### config.mk
export PLATFORM = sky130hd
export DESIGN_NAME = rom_game_top
export DESIGN_NICKNAME = d
export VERILOG_FILES = /design/src/source/game_pkg.sv /design/src/source/rom_pkg.sv /design/src/source/cen_gen.sv /design/src/source/rom_game_top.sv /design/src/source/rom_slot.sv /design/src/source/sdram_arbiter.sv /design/src/source/video_scan.sv
export SDC_FILE = /design/constraint.sdc
export NUM_CORES = 1
export LEC_CHECK = 0
export ABC_AREA = 0
export ABC_CLOCK_PERIOD_IN_PS = 7900
export BUFFER_PORTS_ARGS = -buffer_cell sky130_fd_sc_hd__buf_2
export CORE_MARGIN = 2
export CORE_UTILIZATION = 55
export DETAILED_ROUTE_END_ITERATION = 7
export PLACE_DENSITY = 0.8
export SLEW_MARGIN = 10
export SYNTH_ARGS = -nofsm -noshare
export SYNTH_HDL_FRONTEND = slang
export SYNTH_SLANG_ARGS = --single-unit
### constraint.sdc
create_clock -name clk -period 7.9 [get_ports clk]
set_input_delay 1.58 -clock clk [delete_from_list [all_inputs] [get_ports clk]]
set_output_delay 1.58 -clock clk [all_outputs]
set_load 0.005 [all_outputs]
### src/source/game_pkg.sv
package game_pkg;

    // Screen position counters
    typedef logic [8:0] hpos_t;
    typedef logic [8:0] vpos_t;

    // Horizontal timing in pixels
    localparam hpos_t h_total  = 9'd384;
    localparam hpos_t h_active = 9'd256;
    localparam hpos_t hs_start = 9'd288;
    localparam hpos_t hs_len   = 9'd32;

    // Vertical timing in lines
    localparam vpos_t v_total  = 9'd262;
    localparam vpos_t v_active = 9'd224;
    localparam vpos_t vs_start = 9'd232;
    localparam vpos_t vs_len   = 9'd4;

    // Pixel clock is clk divided by this
    localparam int clk_per_pixel = 4;

endpackage

### src/source/rom_pkg.sv
package rom_pkg;

    // Widths on the SDRAM side
    typedef logic [21:0] sdram_addr_t;
    typedef logic [15:0] rom_word_t;

    // Client word addresses
    typedef logic [13:0] char_addr_t;
    typedef logic [16:0] main_addr_t;
    typedef logic [16:0] obj_addr_t;

    // Request from a slot, address already moved to its ROM region
    typedef struct packed {
        logic        req;
        sdram_addr_t addr;
    } slot_req_t;

    // Data strobe back to a slot
    typedef struct packed {
        logic      valid;
        rom_word_t data;
    } slot_rsp_t;

    // Slot indices, lower index wins
    localparam int n_slots   = 3;
    localparam int slot_main = 0;
    localparam int slot_char = 1;
    localparam int slot_obj  = 2;

    // Where each ROM sits in SDRAM
    localparam sdram_addr_t main_offset = 22'h0_0000;
    localparam sdram_addr_t char_offset = 22'h1_8000;
    localparam sdram_addr_t obj_offset  = 22'h4_c000;

    typedef enum logic [1:0] {
        idle,
        wait_ack,
        wait_data
    } arb_state_t;

endpackage

### src/source/cen_gen.sv
`timescale 1ns/1ps

module cen_gen (
    input  logic clk,
    input  logic arst_n,
    output logic cen_pxl,
    output logic cen_half
);
    import game_pkg::*;

    logic [2:0] cnt;

    always_ff @(posedge clk or negedge arst_n) begin
        if (!arst_n) begin
            cnt      <= '0;
            cen_pxl  <= 1'b0;
            cen_half <= 1'b0;
        end else begin
            cnt      <= cnt + 1'b1;
            // One pulse per pixel
            cen_pxl  <= (cnt[1:0] == 2'(clk_per_pixel - 1));
            // Every second pixel
            cen_half <= (cnt == 3'(2 * clk_per_pixel - 1));
        end
    end

endmodule

### src/source/rom_game_top.sv
`timescale 1ns/1ps

module rom_game_top (
    input  logic                 clk,
    input  logic                 arst_n,
    input  logic                 downloading,
    // CPU program ROM
    input  logic                 main_cs,
    input  rom_pkg::main_addr_t  main_addr,
    output logic                 main_ok,
    output rom_pkg::rom_word_t   main_data,
    // Sprite ROM
    input  logic                 obj_cs,
    input  rom_pkg::obj_addr_t   obj_addr,
    output logic                 obj_ok,
    output rom_pkg::rom_word_t   obj_data,
    // Character ROM, addressed by the scan
    output rom_pkg::char_addr_t  char_addr,
    output logic                 char_ok,
    output rom_pkg::rom_word_t   char_data,
    // Video timing
    output logic                 lhbl,
    output logic                 lvbl,
    output logic                 hs,
    output logic                 vs,
    output logic                 hinit,
    // SDRAM port
    output logic                 sdram_req,
    output rom_pkg::sdram_addr_t sdram_addr,
    input  logic                 sdram_ack,
    input  logic                 data_dst,
    input  logic                 data_rdy,
    input  rom_pkg::rom_word_t   data_read
);
    import rom_pkg::*;

    logic      cen_pxl;
    logic      char_cs;
    slot_req_t slot_req [n_slots];
    slot_rsp_t slot_rsp [n_slots];

    cen_gen u_cen (
        .clk      ( clk     ),
        .arst_n   ( arst_n  ),
        .cen_pxl  ( cen_pxl ),
        .cen_half (         )
    );

    video_scan u_scan (
        .clk       ( clk       ),
        .arst_n    ( arst_n    ),
        .cen_pxl   ( cen_pxl   ),
        .h         (           ),
        .v         (           ),
        .lhbl      ( lhbl      ),
        .lvbl      ( lvbl      ),
        .hs        ( hs        ),
        .vs        ( vs        ),
        .hinit     ( hinit     ),
        .char_addr ( char_addr ),
        .char_cs   ( char_cs   )
    );

    rom_slot #(
        .aw     ( $bits(main_addr_t) ),
        .offset ( main_offset        )
    ) u_main (
        .clk         ( clk                 ),
        .arst_n      ( arst_n              ),
        .downloading ( downloading         ),
        .cs          ( main_cs             ),
        .addr        ( main_addr           ),
        .ok          ( main_ok             ),
        .data        ( main_data           ),
        .req         ( slot_req[slot_main] ),
        .rsp         ( slot_rsp[slot_main] )
    );

    rom_slot #(
        .aw     ( $bits(char_addr_t) ),
        .offset ( char_offset        )
    ) u_char (
        .clk         ( clk                 ),
        .arst_n      ( arst_n              ),
        .downloading ( downloading         ),
        .cs          ( char_cs             ),
        .addr        ( char_addr           ),
        .ok          ( char_ok             ),
        .data        ( char_data           ),
        .req         ( slot_req[slot_char] ),
        .rsp         ( slot_rsp[slot_char] )
    );

    rom_slot #(
        .aw     ( $bits(obj_addr_t) ),
        .offset ( obj_offset        )
    ) u_obj (
        .clk         ( clk                ),
        .arst_n      ( arst_n             ),
        .downloading ( downloading        ),
        .cs          ( obj_cs             ),
        .addr        ( obj_addr           ),
        .ok          ( obj_ok             ),
        .data        ( obj_data           ),
        .req         ( slot_req[slot_obj] ),
        .rsp         ( slot_rsp[slot_obj] )
    );

    sdram_arbiter u_arb (
        .clk         ( clk         ),
        .arst_n      ( arst_n      ),
        .downloading ( downloading ),
        .req         ( slot_req    ),
        .rsp         ( slot_rsp    ),
        .sdram_req   ( sdram_req   ),
        .sdram_addr  ( sdram_addr  ),
        .sdram_ack   ( sdram_ack   ),
        .data_dst    ( data_dst    ),
        .data_rdy    ( data_rdy    ),
        .data_read   ( data_read   )
    );

endmodule

### src/source/rom_slot.sv
`timescale 1ns/1ps

module rom_slot #(
    parameter int                   aw     = 17,
    parameter rom_pkg::sdram_addr_t offset = '0
) (
    input  logic               clk,
    input  logic               arst_n,
    input  logic               downloading,
    input  logic               cs,
    input  logic [aw-1:0]      addr,
    output logic               ok,
    output rom_pkg::rom_word_t data,
    output rom_pkg::slot_req_t req,
    input  rom_pkg::slot_rsp_t rsp
);
    import rom_pkg::*;

    logic          cache_valid;
    logic [aw-1:0] cache_addr;
    rom_word_t     cache_data;
    logic          req_on;
    logic [aw-1:0] pend_addr;
    logic          hit;
    logic          miss;
    logic          fill;

    assign hit  = cache_valid && (cache_addr == addr);
    assign miss = cs && !hit && !req_on;
    assign fill = req_on && rsp.valid;

    assign ok   = cs && hit;
    assign data = cache_data;

    // Address is held in pend_addr for the whole request
    assign req.req  = req_on;
    assign req.addr = offset + sdram_addr_t'(pend_addr);

    always_ff @(posedge clk or negedge arst_n) begin
        if (!arst_n) begin
            cache_valid <= 1'b0;
            req_on      <= 1'b0;
        end else begin
            if (fill) begin
                req_on      <= 1'b0;
                cache_valid <= 1'b1;
            end else if (miss) begin
                req_on <= 1'b1;
            end
            // ROM contents are changing
            if (downloading) begin
                cache_valid <= 1'b0;
            end
        end
    end

    always_ff @(posedge clk) begin
        if (miss) begin
            pend_addr <= addr;
        end
        if (fill) begin
            cache_addr <= pend_addr;
            cache_data <= rsp.data;
        end
    end

endmodule

### src/source/sdram_arbiter.sv
`timescale 1ns/1ps

module sdram_arbiter (
    input  logic                 clk,
    input  logic                 arst_n,
    input  logic                 downloading,
    input  rom_pkg::slot_req_t   req [rom_pkg::n_slots],
    output rom_pkg::slot_rsp_t   rsp [rom_pkg::n_slots],
    output logic                 sdram_req,
    output rom_pkg::sdram_addr_t sdram_addr,
    input  logic                 sdram_ack,
    input  logic                 data_dst,
    input  logic                 data_rdy,
    input  rom_pkg::rom_word_t   data_read
);
    import rom_pkg::*;

    typedef logic [$clog2(n_slots)-1:0] idx_t;

    arb_state_t state;
    idx_t       grant;
    idx_t       pick;
    logic       any_req;
    logic       start;
    logic       dst_seen;
    logic       done;

    // Lowest requesting index wins
    always_comb begin
        pick    = '0;
        any_req = 1'b0;
        for (int i = n_slots - 1; i >= 0; i--) begin
            if (req[i].req) begin
                pick    = idx_t'(i);
                any_req = 1'b1;
            end
        end
    end

    assign start = (state == idle) && any_req && !downloading;
    assign done  = (state == wait_data) && data_rdy && (dst_seen || data_dst);

    // Strobe goes to the granted slot only
    always_comb begin
        for (int i = 0; i < n_slots; i++) begin
            rsp[i].valid = done && (grant == idx_t'(i));
            rsp[i].data  = data_read;
        end
    end

    always_ff @(posedge clk or negedge arst_n) begin
        if (!arst_n) begin
            state     <= idle;
            grant     <= '0;
            sdram_req <= 1'b0;
            dst_seen  <= 1'b0;
        end else begin
            case (state)
                idle: begin
                    dst_seen <= 1'b0;
                    if (start) begin
                        grant     <= pick;
                        sdram_req <= 1'b1;
                        state     <= wait_ack;
                    end
                end
                wait_ack: begin
                    if (data_dst) begin
                        dst_seen <= 1'b1;
                    end
                    if (sdram_ack) begin
                        sdram_req <= 1'b0;
                        state     <= wait_data;
                    end
                end
                wait_data: begin
                    if (data_dst) begin
                        dst_seen <= 1'b1;
                    end
                    if (done) begin
                        state <= idle;
                    end
                end
                default: begin
                    state     <= idle;
                    sdram_req <= 1'b0;
                end
            endcase
        end
    end

    // Address is stable from grant until ack
    always_ff @(posedge clk) begin
        if (start) begin
            sdram_addr <= req[pick].addr;
        end
    end

endmodule

### src/source/video_scan.sv
`timescale 1ns/1ps

module video_scan (
    input  logic                clk,
    input  logic                arst_n,
    input  logic                cen_pxl,
    output game_pkg::hpos_t     h,
    output game_pkg::vpos_t     v,
    output logic                lhbl,
    output logic                lvbl,
    output logic                hs,
    output logic                vs,
    output logic                hinit,
    output rom_pkg::char_addr_t char_addr,
    output logic                char_cs
);
    import game_pkg::*;
    import rom_pkg::*;

    hpos_t h_nxt;
    vpos_t v_nxt;
    logic  lhbl_nxt;
    logic  lvbl_nxt;

    // Position after the coming pixel
    always_comb begin
        h_nxt = h + 1'b1;
        v_nxt = v;
        if (h == h_total - 1'b1) begin
            h_nxt = '0;
            if (v == v_total - 1'b1) begin
                v_nxt = '0;
            end else begin
                v_nxt = v + 1'b1;
            end
        end
    end

    assign lhbl_nxt = (h_nxt < h_active);
    assign lvbl_nxt = (v_nxt < v_active);

    // Outputs follow the counters on the same enable
    always_ff @(posedge clk or negedge arst_n) begin
        if (!arst_n) begin
            h         <= '0;
            v         <= '0;
            lhbl      <= 1'b1;
            lvbl      <= 1'b1;
            hs        <= 1'b0;
            vs        <= 1'b0;
            hinit     <= 1'b1;
            char_addr <= '0;
            char_cs   <= 1'b1;
        end else if (cen_pxl) begin
            h     <= h_nxt;
            v     <= v_nxt;
            lhbl  <= lhbl_nxt;
            lvbl  <= lvbl_nxt;
            hs    <= (h_nxt >= hs_start) && (h_nxt < hs_start + hs_len);
            vs    <= (v_nxt >= vs_start) && (v_nxt < vs_start + vs_len);
            hinit <= (h_nxt == '0);
            // Tile row, tile column, line within the tile
            char_addr <= char_addr_t'({v_nxt[7:3], h_nxt[7:3], v_nxt[2:0]});
            char_cs   <= lhbl_nxt & lvbl_nxt;
        end
    end

endmodule
Yosys cells after proc, flatten, opt, wreduce, memory -nomap -nowiden
Index checks and enable logic that the tools add are counted.

Output and inout bits: 93. Bits in registers: 217. Bits of input ports: 58. Word-level logic and storage cells: 140.

Add/subtract/negate cells: 5. Equality and inequality tests: 14. Reductions and logical operators: 47. $lt $le $gt $ge: 7. Bitwise gates (word level): 3. Mux-type cells: 33.

Operators with widths (count): binary-select mux 23 bit (select 2 bit) (1); 2-to-1 mux 22 bit (2); equality test 17 bit (2); 2-to-1 mux 9 bit (3); logical AND 1 bit (24); adder 19 x 17 -> 20 bit, first input constant (1); adder 17 x 13 -> 18 bit, first input constant (1); adder 9 x 1 -> 9 bit, second input constant (2); equality test 9 bit, second input constant (2); < comparator 9 x 8 -> 1 bit, second input constant (2); < comparator 9 bit, second input constant (2); 2-to-1 mux 1 bit (18); nonzero test 2 bit (7); equality test 13 bit (1); 2-to-1 mux 2 bit (6); >= comparator 9 x 8 -> 1 bit, second input constant (1); >= comparator 9 bit, second input constant (1); logical NOT 9 bit (1); logical NOT 1 bit (7); equality test 2 bit, second input constant (3); inequality test 2 x 1 -> 1 bit, second input constant (3); one-hot mux 2 bit (3 select lines) (1); AND reduction 3 bit (2); equality test 2 x 1 -> 1 bit, second input constant (2); other kinds (12) (14).

Longest topological paths before layout
Word-level depth: 7. Mapped depth: 7. Gate-level depth less buffers: 6.

Modules after synthesis
From an unflattened synthesis, not the netlist that was laid out.

Cell total of the unflattened synthesis: 650. Area, all modules: 9121.2 sq um.

Modules (own cells, without submodules): rom_slot at u_obj (instances 1, sequential area each 1551.5 sq um, cells an instance 111, area an instance 1971.9 sq um); sdram_arbiter (instances 1, sequential area each 810.8 sq um, cells an instance 180, area an instance 1890.6 sq um); rom_slot at u_main (instances 1, sequential area each 1551.5 sq um, cells an instance 91, area an instance 1830.5 sq um); rom_slot at u_char (instances 1, sequential area each 1371.3 sq um, cells an instance 84, area an instance 1642.8 sq um); video_scan (instances 1, sequential area each 605.6 sq um, cells an instance 176, area an instance 1631.6 sq um); cen_gen (instances 1, sequential area each 125.1 sq um, cells an instance 8, area an instance 153.9 sq um).

Worst setup path after synthesis
No wires, ideal clock.

Kind: input to register. From: in data_rdy. To: reg u_main.cache_addr[0], enable pin. Path slack: 2.368 ns. Path buffers: 0. Stages: 2. Library setup time: 0.513 ns. Arrival time: 5.020 ns. Required time: 7.387 ns. Cell sequence: o211ai_1 nor4_1.

Cells in the longest elaborated chain, start to end: 4.

Ends and longest elaborated chain: start, declared (RTL line rom_game_top.sv:32) `input logic data_rdy,`; logical AND 1 bit (2 in a row) (RTL line sdram_arbiter.sv:41) `assign done = (state == wait_data) && data_rdy && (dst_seen || data_dst);`; logical AND 1 bit (RTL line sdram_arbiter.sv:46) `rsp[i].valid = done && (grant == idx_t'(i));`; logical AND 1 bit (RTL line rom_slot.sv:30) `assign fill = req_on && rsp.valid;`; via u_main.fill (RTL line rom_slot.sv:26) `logic fill;`; end signal, assigned (RTL line rom_slot.sv:62) `cache_addr <= pend_addr;`; end, declared (RTL line rom_slot.sv:20) `logic [aw-1:0] cache_addr;`.

The timed path passes the listed nets, and every way through them passes these cells. A chain may end at the register's enable or synchronous reset.

Worst setup path after layout
From: in main_addr[8]. To: out main_ok.

Cells in the longest elaborated chain, start to end: 3.

Ends and longest elaborated chain: start, declared (RTL line rom_game_top.sv:9) `input rom_pkg::main_addr_t main_addr,`; equality test 17 bit (RTL line rom_slot.sv:28) `assign hit = cache_valid && (cache_addr == addr);`; logical AND 1 bit (RTL line rom_slot.sv:28); logical AND 1 bit (RTL line rom_slot.sv:32) `assign ok = cs && hit;`; end, declared (RTL line rom_game_top.sv:10) `output logic main_ok,`.

Every way passes these cells.

==> results.cfg <==
[status]
status = complete, no violations

[finish]
nets = 741
utilization = 0.6539
final_layout_size_suffix_gt1_frac = 0.3017
area_growth_pct = 17.59
diodes = 0

[detailed_routing]
vias = 4873
wl_per_cell_um = 19.52
dr.pass1.iters = 5
viasPerCell = 5.601
drtIter0Drc = 418
ant_nets = 0
wirelength_um = 16990
drc_errors = 0

[clock_network]
post_cts_resize_count = 0
cts_buffers = 17
htreeDepth = 4
cts_setup_buffers = 0
cts_hold_buffers = 0
clock_latency_ns = 0.43
numClockSinks = 200
clk_path_buf_depth = 2
cts.clk_slew.worst_paths_ns = 0.07
cts_root_buffer = clkbuf_16
tritoncts = done

[sta]
final-hold-violation-count = 0
skew_ns = 0.006354
timing.final.ws_setup_ns = 3.367
setup-violations-final = 0
max_freq_ghz = 0.2206
rsz0062_at_grt = no
final.min_clock_period_ns = 4.533
fin_setup_tns_ns = 0
maxSlewHeadroom = 0.2860
period_share = 0.5738
slew_viol_final = 0
worst_pin_slew_ns = 1.070

[synthesis]
ys_seq_elements = 200
synth_area_um2 = 7990
syn_inst = 533
seq_area_frac_synth = 0.7278
synth_top_area_frac = 0.6051
synth_edf_count = 161
yosys_most_used_dff = edfxtp_1
synthArstFlopShare = 0.1950
yosysTopAreaCell = edfxtp_1
synth_cell_types = 53
synthTopCellsByArea = edfxtp_1 (61%), dfrtp_1 (11%), xor2_1 (4.4%)
syn_area_per_cell_um2 = 14.99
ys_warn_count = 0

[floorplanning]
start_util = 0.5561
die_h_um = 124.5
die_w_um = 124.5
coreArea_um2 = 14370
ios = 151
die_area_um2 = 15510
row_count = 44

[critical_path]
startpoint = main_addr[8]
path_max_fanout = 2
crit_chain = buf_2 -> xor2_1 -> nor4_1 -> nand3_1 -> nor3_1 -> buf_2
worstPathArrival_ns = 2.95
critPathTopFamily = simple AND/OR/NAND/NOR gates
crit_top_cell = buf_2
start_kind = primary input
cp-end-kind = output pin
cp_slowest_cell = nor4_1
crit_required_ns = 6.32
path_class = in2out
reg2reg_from = u_arb.state[0]
slowest_delay_ns = 0.48
crit_buf_inv = 2

[placement]
hpwlAfterDp_um = 11580
gp_congestion = 0.8754
place_ws_ns = 3.425
io_buffers = 146

[global_route]
antenna_found_initial = 0
grt_pass1_wl_um = 26290
overflow = 0
grt_usage = 0.2228
grt_max_degree = 40
first_global_vias = 4781

[pwr]
power_density_nw_per_um2 = 248.5
p_leak_nw = 3.713
peakVddDrop_v = 0.0001671

[worst_hold_path]
hold_class = reg2reg
min_from = u_cen.cnt[0]

[run]
drv_cap = 0
==> cell usage after synthesis (12+ instances only) <==
| cell | n |
|---|---|
| dfrtp_1 | 35 |
| nor3_1 | 13 |
| o21ai_0 | 28 |
| a21oi_1 | 19 |
| xnor2_1 | 17 |
| nand3_1 | 12 |
| buf_4 | 19 |
| inv_1 | 18 |
| mux2i_1 | 17 |
| edfxtp_1 | 161 |
| nor2_1 | 17 |
| xor2_1 | 40 |
| nand2_1 | 37 |
==> flip-flops by register name, summed over array words and instances, names as in the netlist, 9 cells and up <==
name / flops
u_obj.cache_addr: 17
u_char.data: 16
u_main.pend_addr: 17
u_char.cache_addr: 13
u_main.cache_addr: 17
u_arb.sdram_addr: 19
u_obj.pend_addr: 17
u_char.pend_addr: 13
u_main.data: 16
u_scan.h: 9
u_obj.data: 16
u_scan.v: 9
==> layout by cell type (no fill, tap or decap), types with 10 or more instances in the layout <==
| cell | n |
|---|---|
| nor4_1 | 10 |
| mux2i_1 | 17 |
| o21ai_0 | 28 |
| clkbuf_16 | 17 |
| nand2_1 | 37 |
| inv_1 | 18 |
| a21oi_1 | 19 |
| nand3_1 | 12 |
| xor2_1 | 40 |
| nor2_1 | 14 |
| buf_2 | 146 |
| dfrtp_1 | 35 |
| xnor2_1 | 17 |
| ha_1 | 10 |
| nor3_1 | 11 |
| edfxtp_1 | 161 |
==> where the power goes <==
part / leakage [nW] / internal (mW) / switching, mW
sequential: 1.97 / 1.23 / 0.0393
clock: 0.276 / 0.442 / 0.393
combinational: 1.47 / 0.0885 / 0.140
total: 3.71 / 1.76 / 0.572
==> final cells by class <==
type                       count  area [um^2]
sequential                   200         5816
fill                         995         4974
multi-input combinational    284         1938
timing repair buffer         152        775.7
clock buffer                  17        425.4
tap                          184        230.2
clock inverter                15        142.6
inverter                      18        67.56
==> cell families (layout without fill, tap and decap cells) <==
group	count (synthesis)	in the layout	share of synthesized area
simple gates	116	116	0.07376
compound gates	75	75	0.05669
other cells	1	4	0.0004693
mux	22	22	0.02834
flops	200	200	0.7278
fa+ha+maj	10	10	0.01566
xor+xnor	57	57	0.06248
buf+inv	52	202	0.03476
==> metrics by stage <==
| stage | area, um^2 | hold WS [ns] | total power, mW | instances |
|---|---|---|---|---|
| 2_1_floorplan | 8001 | 0.4006 | 1.410 | 536 |
| 3_3_place_gp | 8818 | 0.4114 | 1.505 | 838 |
| 3_5_place_dp | 8818 | 0.4175 | 1.518 | 838 |
| 4_1_cts | 9387 | 0.4317 | 2.345 | 870 |
| 5_1_grt | 9395 | 0.4530 | 2.421 | 870 |
| 6_report | 9395 | 0.4270 | 2.335 | 870 |
==> routing by layer <==
metal,track usage,up-vias,part of all wire
met5,0,-,0
met4,0.07403,0,0.022
met3,0.05584,32,0.068
met2,0.3552,234,0.49
met1,0.3040,2383,0.42
li1,-,2224,-
==> final timing paths <==
path                             endpoint  slack, ns  cells past startpoint
max                               main_ok       3.37                      6
min                          u_cen.cnt[0]       0.43                      1
max reg2reg                u_char.data[4]       5.46                      5
min reg2reg                  u_cen.cnt[0]       0.43                      1
max in group asynchronous  u_arb.dst_seen       6.04                      1
min in group asynchronous     u_scan.v[1]       1.28                      1
Note: power is estimated with default switching activity, not from simulation.
